$ cat src/include/rename_settings.svh
`ifndef RENAME_SETTINGS_SVH
`define RENAME_SETTINGS_SVH

// Instructions per bundle, also the retire width
`define ISSUE_WIDTH 2

// Register counts
`define ARCH_REGS 32
`define PHYS_REGS 64

// Registers not held by the retired table, the free queue depth
`define FREE_REGS (`PHYS_REGS - `ARCH_REGS)

`define ROB_DEPTH 8

// Completion strobes per cycle
`define WB_PORTS 2

`endif

$ cat src/logic/reg_naming_pkg.sv
`include "rename_settings.svh"

package reg_naming_pkg;

    typedef logic [$clog2(`ARCH_REGS)-1:0] arch_reg_t;
    typedef logic [$clog2(`PHYS_REGS)-1:0] phys_reg_t;

    // Free queue index and fill level
    typedef logic [$clog2(`FREE_REGS)-1:0]   fl_ptr_t;
    typedef logic [$clog2(`FREE_REGS+1)-1:0] fl_count_t;

endpackage

$ cat src/logic/rob_pkg.sv
`include "rename_settings.svh"

package rob_pkg;

    // Slot number in the reorder ring
    typedef logic [$clog2(`ROB_DEPTH)-1:0] rob_id_t;

    // Occupancy, has to reach ROB_DEPTH itself
    typedef logic [$clog2(`ROB_DEPTH+1)-1:0] rob_count_t;

endpackage

$ cat src/logic/rename_map.sv
`timescale 1ns/100ps
`include "rename_settings.svh"

module rename_map
    import reg_naming_pkg::*;
(
    input  logic                    clk,
    input  logic                    rst_n,
    input  logic                    flush,
    input  logic                    accept,
    input  logic [`ISSUE_WIDTH-1:0] slot_valid,
    input  arch_reg_t               arch_rd [`ISSUE_WIDTH],
    input  arch_reg_t               arch_rs1 [`ISSUE_WIDTH],
    input  arch_reg_t               arch_rs2 [`ISSUE_WIDTH],
    input  phys_reg_t               alloc_phys [`ISSUE_WIDTH],
    input  logic [`ISSUE_WIDTH-1:0] commit_release,
    input  arch_reg_t               commit_arch_rd [`ISSUE_WIDTH],
    input  phys_reg_t               commit_phys_rd [`ISSUE_WIDTH],
    output logic [`ISSUE_WIDTH-1:0] need_phys,
    output phys_reg_t               phys_rs1 [`ISSUE_WIDTH],
    output phys_reg_t               phys_rs2 [`ISSUE_WIDTH],
    output phys_reg_t               phys_rd [`ISSUE_WIDTH],
    output phys_reg_t               old_phys [`ISSUE_WIDTH]
);

    // Speculative table follows dispatch, retired table follows commit
    phys_reg_t spec_rat [`ARCH_REGS];
    phys_reg_t retired_rat [`ARCH_REGS];

    // x0 never gets a destination
    always_comb begin
        for (int i = 0; i < `ISSUE_WIDTH; i++) begin
            need_phys[i] = slot_valid[i] && (arch_rd[i] != '0);
            phys_rd[i] = need_phys[i] ? alloc_phys[i] : '0;
        end
    end

    // Table lookup, then bypass from older slots in the same bundle
    always_comb begin
        for (int i = 0; i < `ISSUE_WIDTH; i++) begin
            phys_rs1[i] = spec_rat[arch_rs1[i]];
            phys_rs2[i] = spec_rat[arch_rs2[i]];
            old_phys[i] = spec_rat[arch_rd[i]];
            // A later older slot overrides an earlier one
            for (int j = 0; j < i; j++) begin
                if (need_phys[j] && (arch_rs1[i] == arch_rd[j]))
                    phys_rs1[i] = phys_rd[j];
                if (need_phys[j] && (arch_rs2[i] == arch_rd[j]))
                    phys_rs2[i] = phys_rd[j];
                if (need_phys[j] && (arch_rd[i] == arch_rd[j]))
                    old_phys[i] = phys_rd[j];
            end
        end
    end

    always_ff @(posedge clk or negedge rst_n) begin
        if (!rst_n) begin
            for (int r = 0; r < `ARCH_REGS; r++)
                spec_rat[r] <= phys_reg_t'(r);
        end else if (flush) begin
            // Drop every speculative mapping
            spec_rat <= retired_rat;
        end else if (accept) begin
            // Highest slot writes last, so it wins on a shared rd
            for (int i = 0; i < `ISSUE_WIDTH; i++) begin
                if (need_phys[i])
                    spec_rat[arch_rd[i]] <= phys_rd[i];
            end
        end
    end

    always_ff @(posedge clk or negedge rst_n) begin
        if (!rst_n) begin
            for (int r = 0; r < `ARCH_REGS; r++)
                retired_rat[r] <= phys_reg_t'(r);
        end else begin
            for (int i = 0; i < `ISSUE_WIDTH; i++) begin
                if (commit_release[i])
                    retired_rat[commit_arch_rd[i]] <= commit_phys_rd[i];
            end
        end
    end

endmodule

$ cat src/logic/free_list.sv
`timescale 1ns/100ps
`include "rename_settings.svh"

module free_list
    import reg_naming_pkg::*;
(
    input  logic                    clk,
    input  logic                    rst_n,
    input  logic                    flush,
    input  logic                    accept,
    input  logic [`ISSUE_WIDTH-1:0] need_phys,
    input  logic [`ISSUE_WIDTH-1:0] commit_release,
    input  phys_reg_t               commit_old_phys [`ISSUE_WIDTH],
    output phys_reg_t               alloc_phys [`ISSUE_WIDTH],
    output logic                    has_room
);

    phys_reg_t fl_mem [`FREE_REGS];

    // rewind tracks where head would be if nothing speculative had popped
    fl_ptr_t   head;
    fl_ptr_t   tail;
    fl_ptr_t   rewind;
    fl_count_t count;

    fl_count_t pop_cnt;
    fl_count_t push_cnt;
    fl_ptr_t   pop_idx [`ISSUE_WIDTH];
    fl_ptr_t   push_idx [`ISSUE_WIDTH];

    // Slots with a destination take consecutive entries from the head
    always_comb begin
        pop_cnt = '0;
        for (int i = 0; i < `ISSUE_WIDTH; i++) begin
            pop_idx[i] = head + fl_ptr_t'(pop_cnt);
            alloc_phys[i] = fl_mem[pop_idx[i]];
            if (accept && need_phys[i])
                pop_cnt = pop_cnt + 1'b1;
        end
    end

    // Released registers pack at the tail in slot order
    always_comb begin
        push_cnt = '0;
        for (int i = 0; i < `ISSUE_WIDTH; i++) begin
            push_idx[i] = tail + fl_ptr_t'(push_cnt);
            if (commit_release[i])
                push_cnt = push_cnt + 1'b1;
        end
    end

    assign has_room = (count >= fl_count_t'(`ISSUE_WIDTH));

    always_ff @(posedge clk or negedge rst_n) begin
        if (!rst_n) begin
            head   <= '0;
            tail   <= '0;
            rewind <= '0;
            count  <= fl_count_t'(`FREE_REGS);
        end else begin
            tail   <= tail + fl_ptr_t'(push_cnt);
            rewind <= rewind + fl_ptr_t'(push_cnt);
            if (flush) begin
                // Everything the retired table does not hold is free again
                head  <= rewind + fl_ptr_t'(push_cnt);
                count <= fl_count_t'(`FREE_REGS);
            end else begin
                head  <= head + fl_ptr_t'(pop_cnt);
                count <= count + push_cnt - pop_cnt;
            end
        end
    end

    always_ff @(posedge clk or negedge rst_n) begin
        if (!rst_n) begin
            for (int e = 0; e < `FREE_REGS; e++)
                fl_mem[e] <= phys_reg_t'(`ARCH_REGS + e);
        end else begin
            for (int i = 0; i < `ISSUE_WIDTH; i++) begin
                if (commit_release[i])
                    fl_mem[push_idx[i]] <= commit_old_phys[i];
            end
        end
    end

    // Back-pressure from the ROB must keep dispatch within the free count
    a_no_underflow: assert property (@(posedge clk) disable iff (!rst_n)
        pop_cnt <= count);

endmodule

$ cat src/logic/reorder_buffer.sv
`timescale 1ns/100ps
`include "rename_settings.svh"

module reorder_buffer
    import reg_naming_pkg::*;
    import rob_pkg::*;
(
    input  logic                    clk,
    input  logic                    rst_n,
    input  logic                    flush,
    input  logic [`ISSUE_WIDTH-1:0] slot_valid,
    input  logic [`ISSUE_WIDTH-1:0] need_phys,
    input  arch_reg_t               arch_rd [`ISSUE_WIDTH],
    input  phys_reg_t               phys_rd [`ISSUE_WIDTH],
    input  phys_reg_t               old_phys [`ISSUE_WIDTH],
    input  logic                    has_room,
    input  logic [`WB_PORTS-1:0]    wb_valid,
    input  rob_id_t                 wb_rob_id [`WB_PORTS],
    output logic                    dispatch_ready,
    output logic                    accept,
    output rob_id_t                 rob_id [`ISSUE_WIDTH],
    output logic [`ISSUE_WIDTH-1:0] commit_valid,
    output logic [`ISSUE_WIDTH-1:0] commit_release,
    output arch_reg_t               commit_arch_rd [`ISSUE_WIDTH],
    output phys_reg_t               commit_phys_rd [`ISSUE_WIDTH],
    output phys_reg_t               commit_old_phys [`ISSUE_WIDTH]
);

    // Entry payload
    arch_reg_t             ent_arch_rd [`ROB_DEPTH];
    phys_reg_t             ent_phys_rd [`ROB_DEPTH];
    phys_reg_t             ent_old_phys [`ROB_DEPTH];
    logic [`ROB_DEPTH-1:0] ent_has_dest;

    logic [`ROB_DEPTH-1:0] ent_done;
    rob_id_t               head;
    rob_id_t               tail;
    rob_count_t            count;
    rob_count_t            alloc_cnt;
    rob_count_t            retire_cnt;
    logic [`ROB_DEPTH-1:0] occupied;

    // A slot is live when its distance from the head is below the count
    always_comb begin
        rob_id_t offset;
        for (int s = 0; s < `ROB_DEPTH; s++) begin
            offset = rob_id_t'(s) - head;
            occupied[s] = (rob_count_t'(offset) < count);
        end
    end

    assign dispatch_ready = !flush && has_room
                            && ((rob_count_t'(`ROB_DEPTH) - count)
                                >= rob_count_t'(`ISSUE_WIDTH));
    assign accept = dispatch_ready && (|slot_valid);

    always_comb begin
        alloc_cnt = '0;
        for (int i = 0; i < `ISSUE_WIDTH; i++) begin
            rob_id[i] = tail + rob_id_t'(i);
            if (accept && slot_valid[i])
                alloc_cnt = alloc_cnt + 1'b1;
        end
    end

    // In-order retirement, each slot needs every older one to go too
    always_comb begin
        rob_id_t idx;
        logic    older_ok;
        retire_cnt = '0;
        older_ok = !flush;
        for (int i = 0; i < `ISSUE_WIDTH; i++) begin
            idx = head + rob_id_t'(i);
            commit_valid[i] = older_ok && occupied[idx] && ent_done[idx];
            commit_release[i] = commit_valid[i] && ent_has_dest[idx];
            commit_arch_rd[i] = ent_arch_rd[idx];
            commit_phys_rd[i] = ent_phys_rd[idx];
            commit_old_phys[i] = ent_old_phys[idx];
            older_ok = commit_valid[i];
            if (commit_valid[i])
                retire_cnt = retire_cnt + 1'b1;
        end
    end

    always_ff @(posedge clk) begin
        for (int i = 0; i < `ISSUE_WIDTH; i++) begin
            if (accept && slot_valid[i]) begin
                ent_arch_rd[rob_id[i]]  <= arch_rd[i];
                ent_phys_rd[rob_id[i]]  <= phys_rd[i];
                ent_old_phys[rob_id[i]] <= old_phys[i];
                ent_has_dest[rob_id[i]] <= need_phys[i];
            end
        end
    end

    always_ff @(posedge clk or negedge rst_n) begin
        if (!rst_n) begin
            head     <= '0;
            tail     <= '0;
            count    <= '0;
            ent_done <= '0;
        end else if (flush) begin
            head  <= '0;
            tail  <= '0;
            count <= '0;
        end else begin
            head  <= head + rob_id_t'(retire_cnt);
            tail  <= tail + rob_id_t'(alloc_cnt);
            count <= count + alloc_cnt - retire_cnt;
            for (int i = 0; i < `ISSUE_WIDTH; i++) begin
                if (accept && slot_valid[i])
                    ent_done[rob_id[i]] <= 1'b0;
            end
            for (int p = 0; p < `WB_PORTS; p++) begin
                if (wb_valid[p])
                    ent_done[wb_rob_id[p]] <= 1'b1;
            end
        end
    end

    // Completion may only come back for an instruction still in flight
    for (genvar p = 0; p < `WB_PORTS; p++) begin : g_wb_check
        a_wb_occupied: assert property (@(posedge clk) disable iff (!rst_n)
            wb_valid[p] |-> occupied[wb_rob_id[p]]);
    end

endmodule

$ cat src/logic/rename_core.sv
`timescale 1ns/100ps
`include "rename_settings.svh"

module rename_core
    import reg_naming_pkg::*;
    import rob_pkg::*;
(
    input  logic                    clk,
    input  logic                    rst_n,
    input  logic [`ISSUE_WIDTH-1:0] slot_valid,
    input  arch_reg_t               arch_rd [`ISSUE_WIDTH],
    input  arch_reg_t               arch_rs1 [`ISSUE_WIDTH],
    input  arch_reg_t               arch_rs2 [`ISSUE_WIDTH],
    input  logic [`WB_PORTS-1:0]    wb_valid,
    input  rob_id_t                 wb_rob_id [`WB_PORTS],
    input  logic                    flush,
    output logic                    dispatch_ready,
    output phys_reg_t               phys_rs1 [`ISSUE_WIDTH],
    output phys_reg_t               phys_rs2 [`ISSUE_WIDTH],
    output phys_reg_t               phys_rd [`ISSUE_WIDTH],
    output rob_id_t                 rob_id [`ISSUE_WIDTH],
    output logic [`ISSUE_WIDTH-1:0] commit_valid,
    output arch_reg_t               commit_arch_rd [`ISSUE_WIDTH],
    output phys_reg_t               commit_phys_rd [`ISSUE_WIDTH],
    output phys_reg_t               commit_old_phys [`ISSUE_WIDTH]
);

    logic                    accept;
    logic                    has_room;
    logic [`ISSUE_WIDTH-1:0] need_phys;
    logic [`ISSUE_WIDTH-1:0] commit_release;
    phys_reg_t               old_phys [`ISSUE_WIDTH];
    phys_reg_t               alloc_phys [`ISSUE_WIDTH];

    rename_map u_rename_map (
        .clk            (clk),
        .rst_n          (rst_n),
        .flush          (flush),
        .accept         (accept),
        .slot_valid     (slot_valid),
        .arch_rd        (arch_rd),
        .arch_rs1       (arch_rs1),
        .arch_rs2       (arch_rs2),
        .alloc_phys     (alloc_phys),
        .commit_release (commit_release),
        .commit_arch_rd (commit_arch_rd),
        .commit_phys_rd (commit_phys_rd),
        .need_phys      (need_phys),
        .phys_rs1       (phys_rs1),
        .phys_rs2       (phys_rs2),
        .phys_rd        (phys_rd),
        .old_phys       (old_phys)
    );

    free_list u_free_list (
        .clk             (clk),
        .rst_n           (rst_n),
        .flush           (flush),
        .accept          (accept),
        .need_phys       (need_phys),
        .commit_release  (commit_release),
        .commit_old_phys (commit_old_phys),
        .alloc_phys      (alloc_phys),
        .has_room        (has_room)
    );

    reorder_buffer u_reorder_buffer (
        .clk             (clk),
        .rst_n           (rst_n),
        .flush           (flush),
        .slot_valid      (slot_valid),
        .need_phys       (need_phys),
        .arch_rd         (arch_rd),
        .phys_rd         (phys_rd),
        .old_phys        (old_phys),
        .has_room        (has_room),
        .wb_valid        (wb_valid),
        .wb_rob_id       (wb_rob_id),
        .dispatch_ready  (dispatch_ready),
        .accept          (accept),
        .rob_id          (rob_id),
        .commit_valid    (commit_valid),
        .commit_release  (commit_release),
        .commit_arch_rd  (commit_arch_rd),
        .commit_phys_rd  (commit_phys_rd),
        .commit_old_phys (commit_old_phys)
    );

endmodule

$ cat config.mk
export PLATFORM = sky130hd
export DESIGN_NAME = rename_core
export DESIGN_NICKNAME = d
export VERILOG_FILES = /design/src/logic/reg_naming_pkg.sv /design/src/logic/rob_pkg.sv /design/src/logic/rename_map.sv /design/src/logic/free_list.sv /design/src/logic/reorder_buffer.sv /design/src/logic/rename_core.sv
export VERILOG_INCLUDE_DIRS = /design/src /design/src/include
export SDC_FILE = /design/constraint.sdc
export NUM_CORES = 2
export LEC_CHECK = 0
export BUFFER_PORTS_ARGS = -buffer_cell sky130_fd_sc_hd__buf_4
export CORE_MARGIN = 5
export CORE_UTILIZATION = 66
export CTS_BUF_LIST = sky130_fd_sc_hd__clkbuf_8
export CTS_CLUSTER_DIAMETER = 40
export CTS_CLUSTER_SIZE = 16
export DETAILED_ROUTE_END_ITERATION = 8
export PLACE_DENSITY = 0.86
export SYNTH_ARGS = -nofsm -noshare
export SYNTH_HDL_FRONTEND = slang
export SYNTH_SLANG_ARGS = --single-unit
$ cat constraint.sdc
create_clock -name clk -period 6.3 [get_ports clk]
set_input_delay 0.315 -clock clk [delete_from_list [all_inputs] [get_ports clk]]
set_output_delay 0.315 -clock clk [all_outputs]
set_load 0.02 [all_outputs]
After elaboration in Yosys (flattened, before gate mapping)

Memories as Yosys holds them, arrays and structs flattened.
Index checks and enable logic that the tools add are counted.

Flip-flop bits (word level): 623
Bits in writable memories: 136
Input bits: 43
Output and inout bits: 79
Word-level logic and storage cells: 331
Memories kept: 3

$add $sub $neg: 26
Magnitude comparators: 38
Equality and inequality tests: 3
Muxes and demuxes: 105
Bitwise operators: 18
Reductions and logical operators: 33

Memory list:

| memory                        | words | width | read ports | clocked after memory_dff | wr ports | line                 | RTL |
|---|---|---|---|---|---|---|---|
| u_reorder_buffer.ent_old_phys | 8     | 6     | 2          | 0                        | 2        | reorder_buffer.sv:32 | `` phys_reg_t ent_old_phys [`ROB_DEPTH]; `` |
| u_reorder_buffer.ent_phys_rd  | 8     | 6     | 2          | 0                        | 2        | reorder_buffer.sv:31 | `` phys_reg_t ent_phys_rd [`ROB_DEPTH]; `` |
| u_reorder_buffer.ent_arch_rd  | 8     | 5     | 2          | 0                        | 2        | reorder_buffer.sv:30 | `` arch_reg_t ent_arch_rd [`ROB_DEPTH]; `` |

Operator list:

| cell                                                               | number |
|---|---|
| 2-to-1 mux 192 bit                                                 | 10 |
| bitwise mux 192 bit                                                | 6 |
| binary-select mux 6 bit (select 5 bit)                             | 8 |
| demux 6 bit (select 5 bit)                                         | 6 |
| 2-to-1 mux 6 bit                                                   | 30 |
| greater-or-equal comparator 6 bit (second input constant)          | 12 |
| 2-to-1 mux 8 bit                                                   | 9 |
| NOT 5 -> 6 bit                                                     | 12 |
| less-than comparator 6 x 1 -> 1 bit (second input constant)        | 6 |
| less-than comparator 3 x 4 -> 1 bit                                | 8 |
| logical AND 1 bit                                                  | 28 |
| less-than comparator 3 x 4 -> 1 bit (second input constant)        | 6 |
| binary-select mux 1 bit (select 3 bit)                             | 6 |
| 2-to-1 mux 1 bit                                                   | 18 |
| AND 8 bit                                                          | 2 |
| bitwise mux 8 bit                                                  | 2 |
| NOT 8 bit                                                          | 2 |
| bitwise OR 8 bit                                                   | 2 |
| adder 5 bit                                                        | 3 |
| == test 5 bit                                                      | 3 |
| demux 1 bit (select 3 bit)                                         | 4 |
| greater-or-equal comparator 3 x 1 -> 1 bit (second input constant) | 4 |
| 2-to-1 mux 4 bit                                                   | 3 |
| subtractor 3 bit (first input constant)                            | 4 |
| 19 further kinds                                                   | 29 |

Logic depth before layout (Yosys ltp)

Depth in word-level cells: 16
Mapped depth: 28
Mapped depth without buffers: 22

Modules after synthesis

Synthesis repeated with hierarchy kept, for this count alone.

Cells, all modules: 4944
Area, all modules: 55769.7 um^2

By module, submodules not included:

| module         | instances | cells each | area each (um^2) | seq. area each (um^2) |
|---|---|---|---|---|
| rename_map     | 1         | 2915       | 30324.1          | 9809.4 |
| free_list      | 1         | 1257       | 14589.0          | 5471.5 |
| reorder_buffer | 1         | 772        | 10856.7          | 4694.5 |

Worst setup path after synthesis

OpenSTA, ideal clock, no wires.

Kind: flip-flop to flip-flop
Start point: register u_reorder_buffer.head[1]
End point: register u_free_list.count[5]
Setup time: 0.080 ns
Data arrival time: 5.396 ns
Data required time: 6.220 ns
Slack: 0.825 ns
Cell stages (with the launch flop): 28
Buffers on the path: 6
Clock period less this slack: 5.475 ns
Path through: dfrtp_1 > ha_1 > xnor2_2 > inv_1 > buf_2 > buf_1 > ha_1 > a21oi_1 > o21ai_0 > a222oi_1 > nand4_1 > buf_2 > and3b_1 > buf_2 > buf_2 > buf_4 > nor2b_1 > ha_1 > inv_1 > fa_1 > inv_1 > ha_1 > a21o_1 > a21oi_1 > o21bai_1 > a21oi_1 > xnor2_1 > nand2b_1

Longest elaborated chain between the ends: 13
Elaborated cells on any way between the ends: 41
Classes of those cells: add/sub (12); order compare (8); mux (15); reduce/logical (6)

Ends and longest elaborated chain:

| item                                                    | line                  | RTL |
|---|---|---|
| from (decl)                                             | reorder_buffer.sv:36  | `rob_id_t head;` |
| from (signal assigned)                                  | reorder_buffer.sv:107 | `head <= head + rob_id_t'(retire_cnt);` |
| subtractor 1 x 3 -> 3 bit, or another cell as far along | reorder_buffer.sv:47  | `offset = rob_id_t'(s) - head;` |
| less-than comparator 3 x 4 -> 1 bit                     | reorder_buffer.sv:48  | `occupied[s] = (rob_count_t'(offset) < count);` |
| binary-select mux 1 bit (select 3 bit)                  | reorder_buffer.sv:74  | `commit_valid[i] = older_ok && occupied[idx] && ent_done[idx];` |
| 2-to-1 mux 1 bit (not written as such)                  | reorder_buffer.sv:74  |  |
| logical AND 1 bit (3 in series)                         | reorder_buffer.sv:74  |  |
| logical AND 1 bit *                                     | reorder_buffer.sv:74  |  |
| net commit_valid[1]                                     | rename_core.sv:22     | `` output logic [`ISSUE_WIDTH-1:0] commit_valid, `` |
| logical AND 1 bit *                                     | reorder_buffer.sv:75  | `commit_release[i] = commit_valid[i] && ent_has_dest[idx];` |
| 2-to-1 mux 6 bit *                                      | free_list.sv:47       | `if (commit_release[i])` |
| adder 6 bit *                                           | free_list.sv:69       | `count <= count + push_cnt - pop_cnt;` |
| subtractor 6 bit *                                      | free_list.sv:69       |  |
| 2-to-1 mux 6 bit *                                      | free_list.sv:63       | `if (flush) begin` |
| to (signal assigned)                                    | free_list.sv:59       | `` count <= fl_count_t'(`FREE_REGS); `` |
| to (signal assigned)                                    | free_list.sv:66       | `` count <= fl_count_t'(`FREE_REGS); `` |
| to (signal assigned)                                    | free_list.sv:69       |  |
| to (decl)                                               | free_list.sv:24       | `fl_count_t count;` |

Mark *: on every way through the listed nets, which the timed path passes. The rest lies on a longest branch. The select of a mux whose other input is x is not followed.
A chain may end at the register's enable or synchronous reset.

==> impl_results.md <==
- Pre-CTS setup slack: 1.06 ns
- Max FO, Critical Path: 32
- Routed WL: 203000 um
- Cts bufs inserted: 109
- Status: complete, but fails checks
- Synth cell types: 85
- FP Rows: 107
- Worst endpoint required time: 5.98 ns
- Max Root-Sink Buffers: 3
- DP Area: 58400 um^2
- Slew headroom: 0.0567
- DR pass1 iterations: 9
- Worst-margin pin slew: 1.41 ns
- Drt drc: 1
- PwrDens: 376 nW/um^2
- Pins Over Slew Limit: 0
- Die area: 92100 um^2
- Startpoint Class: flip-flop
- Die width: 303 um
- Global-route wire length before repair: 301000 um
- H-tree levels: 3
- Delay-heaviest family, CP: multiplexers
- Clock skew: 0.0669 ns
- CTS resizes: 0
- Die Y: 303 um
- Minimum clock period: 6.01 ns
- Iter 0 DRT Violations: 7968
- Critical path data arrival time: 5.69 ns
- Hold path startpoint: arch_rd[4]
- Syn nets: 4709
- Initial core utilization: 0.666
- Setup repair after global routing missed its margin: no
- Worst r2r src: u_reorder_buffer.head[0]
- Vias in the first global route: 45994
- Syn Inst Count: 4610
- Violated checks: DRC
- Highest routed layer: met5
- Yosys warns: 0
- Synth area leaders: mux4_2 21%, mux2i_1 15%, dfrtp_1 15%
- WP buf/inv: 3
- HP Class: in2reg
- Largest stage delay on the critical path: 0.67 ns
- Core area: 85300 um^2
- Initial antenna violation count: 8
- Avg WL per Cell: 35.2 um
- Post-CTS Setup Inserts: 0
- Max Cap Violations: 0
- Post-DRT Antenna Nets: 0
- Pleak: 23.7 nW
- Most numerous cell in the Yosys netlist: mux2i_1
- Via count: 45925
- Crit path from: u_reorder_buffer.count[0]
- Stages on the worst setup path: 14
- Leading area contributor after synthesis: mux4_2
- CP Cell Sequence: inv_1 > ha_1 > nor2b_1 > a31o_2 > a221oi_2 > and2_1 > ha_4 > ha_2 > buf_4 > mux4_2 > mux4_2 > mux2_2 > and2_1 > buf_4
- Share of layout cells above drive strength 1: 0.362
- Post-synth top flop: dfrtp_1
- Pwr Total: 22.9 mW
- CTS tree: done
- Clock slew at reported path FFs: 0.08 ns
- Final HPWL DP: 133000 um
- Worst setup margin: 0.292 ns
- Port-buffer cells: 121
- Hold-critical path depth: 3
- Fin area: 61100 um^2
- Vias/cell: 7.96
- Endpoint class of the critical path: output pin
- Setup TNS: 0 ns
- Metal1 wirelength: 66700 um
- CP max stage cell: mux2_2
- F_max: 0.166 GHz
- Flip-flop and latch count after synthesis: 759
- P&R area growth vs syn: 7.45%
- Final Wtd Congestion: 1.10
- Clock root cell: clkbuf_8
- Final setup fails: 0
- WL met3: 32800 um
- Avg Inst Size Synth: 12.3 um^2
- Synth cell count leaders: 873 x mux2i_1, 581 x nand2_1, 532 x mux4_2
- Top cell type's share of synthesized area: 0.211
- Post-synth EDFFs: 136
- # IOs: 122
- Final count of hold timing violations: 0
- Critical path class: reg2out
- Peak supply drop: 445 uV
- Routed wl met2: 86300 um
- Synthesized area: 56800 um^2
- Seq/Total Area, Yosys: 0.352
- Final period util: 0.954
- GRT Util Overall: 0.439
- Fin nets: 4626
- GR Overflow Total: 0
- Clk Latency, worst-skew pair: 0.85 ns
- Reg2Reg Depth: 17
- Largest net degree at the start of global routing: 187
- Ys async rst share: 0.810
- Clk sink count: 759
worst register-to-register path: cells and delay by family (launching register included):
family / cells / cell delay (ns)
and+or+nand+nor: 5 / 2.05
DFF: 1 / 0.49
adders and majority gates: 4 / 1.14
AOI/OAI and AO/OA: 4 / 0.94
buffers and inverters: 3 / 0.47
muxes: 1 / 0.33
what timing repair did:
item,in CTS,in global routing
hold endpoints to repair,87,0
endpoints found under the setup margin,0,0
hold buffers,14,0
state kept, by name (all words and copies together) (netlist names), 5 cells and up:
name	flops
u_rename_map.spec_rat	192
u_reorder_buffer.ent_done	8
u_reorder_buffer.ent_has_dest	8
u_reorder_buffer.ent_phys_rd	48
u_free_list.fl_mem	192
u_reorder_buffer.ent_arch_rd	40
u_reorder_buffer.ent_old_phys	48
u_free_list.rewind	5
u_free_list.tail	5
u_rename_map.retired_rat	192
u_free_list.head	5
u_free_list.count	6
metal layers:
metal	vias to the layer above	GRT usage
met2	4347	0.628
met1	22676	0.555
met4	12	0.282
li1	17706	-
met5	-	0.00159
met3	1184	0.181
path summary, 6_finish.rpt:
| check | end | slack (ns) |
|---|---|---|
| setup / recovery | phys_rd[1] | 0.29 |
| hold / removal | u_reorder_buffer.ent_arch_rd[6][4] | 0.12 |
| setup reg to reg | u_free_list.fl_mem[118] | 0.81 |
| hold reg to reg | u_free_list.rewind[4] | 0.48 |
| max in group asynchronous | u_rename_map.retired_rat[37] | 4.44 |
| min in group asynchronous | u_free_list.fl_mem[18] | 0.15 |
layout by cell type (no fill, tap or decap), drive strengths merged, types with 19 or more instances in the layout:
master | netlist | layout
nor2b | 38 | 38
nand4 | 19 | 19
a22oi | 35 | 35
buf | 176 | 223
dfrtp | 342 | 342
nor2 | 114 | 114
mux2i | 876 | 876
nor3 | 42 | 42
mux4 | 532 | 532
and3 | 25 | 25
o21ai | 274 | 274
inv | 86 | 122
nor4 | 34 | 34
nand3 | 26 | 26
clkinv | 0 | 32
a221o | 186 | 186
clkbuf | 255 | 119
xnor2 | 27 | 27
ha | 47 | 47
mux2 | 256 | 256
nand2 | 589 | 589
dfstp | 273 | 273
edfxtp | 136 | 136
a21oi | 42 | 42
cell families after synthesis:
group / after synthesis / synth area share
compound gates: 597 / 0.0738
xor+xnor: 40 / 0.00630
fa+ha+maj: 56 / 0.0135
buf+inv: 517 / 0.0387
flops: 759 / 0.352
mux: 1664 / 0.417
simple gates: 977 / 0.0994
power breakdown:
| group | total (mW) | leakage, nW | internal [mW] | switching, mW |
|---|---|---|---|---|
| combinational | 10.7 | 13.6 | 4.00 | 6.70 |
| sequential | 7.60 | 8.84 | 6.08 | 1.52 |
| clock | 4.62 | 1.33 | 2.30 | 2.32 |
| total | 22.9 | 23.7 | 12.4 | 10.5 |
final cells by class:
type | count | area, um^2
diodes | 6 | 15.0
clock buffers | 119 | 1640
clock inverters | 88 | 881
fillers | 5718 | 24200
inverters | 86 | 323
multi-input cells | 3334 | 34900
flip-flops and latches | 759 | 20000
well taps | 1144 | 1430
repair buffers | 237 | 1870
per-stage QoR:
stage | hold WS, ns | util | cells
6_report | 0.119 | 0.716 | 5773
5_1_grt | 0.0820 | 0.716 | 5773
4_1_cts | 0.0273 | 0.716 | 5767
3_5_place_dp | 0.442 | 0.685 | 5546
3_3_place_gp | 0.446 | 0.685 | 5546
2_1_floorplan | 0.0194 | - | 4610
Note: power is estimated with default switching activity, not from simulation.
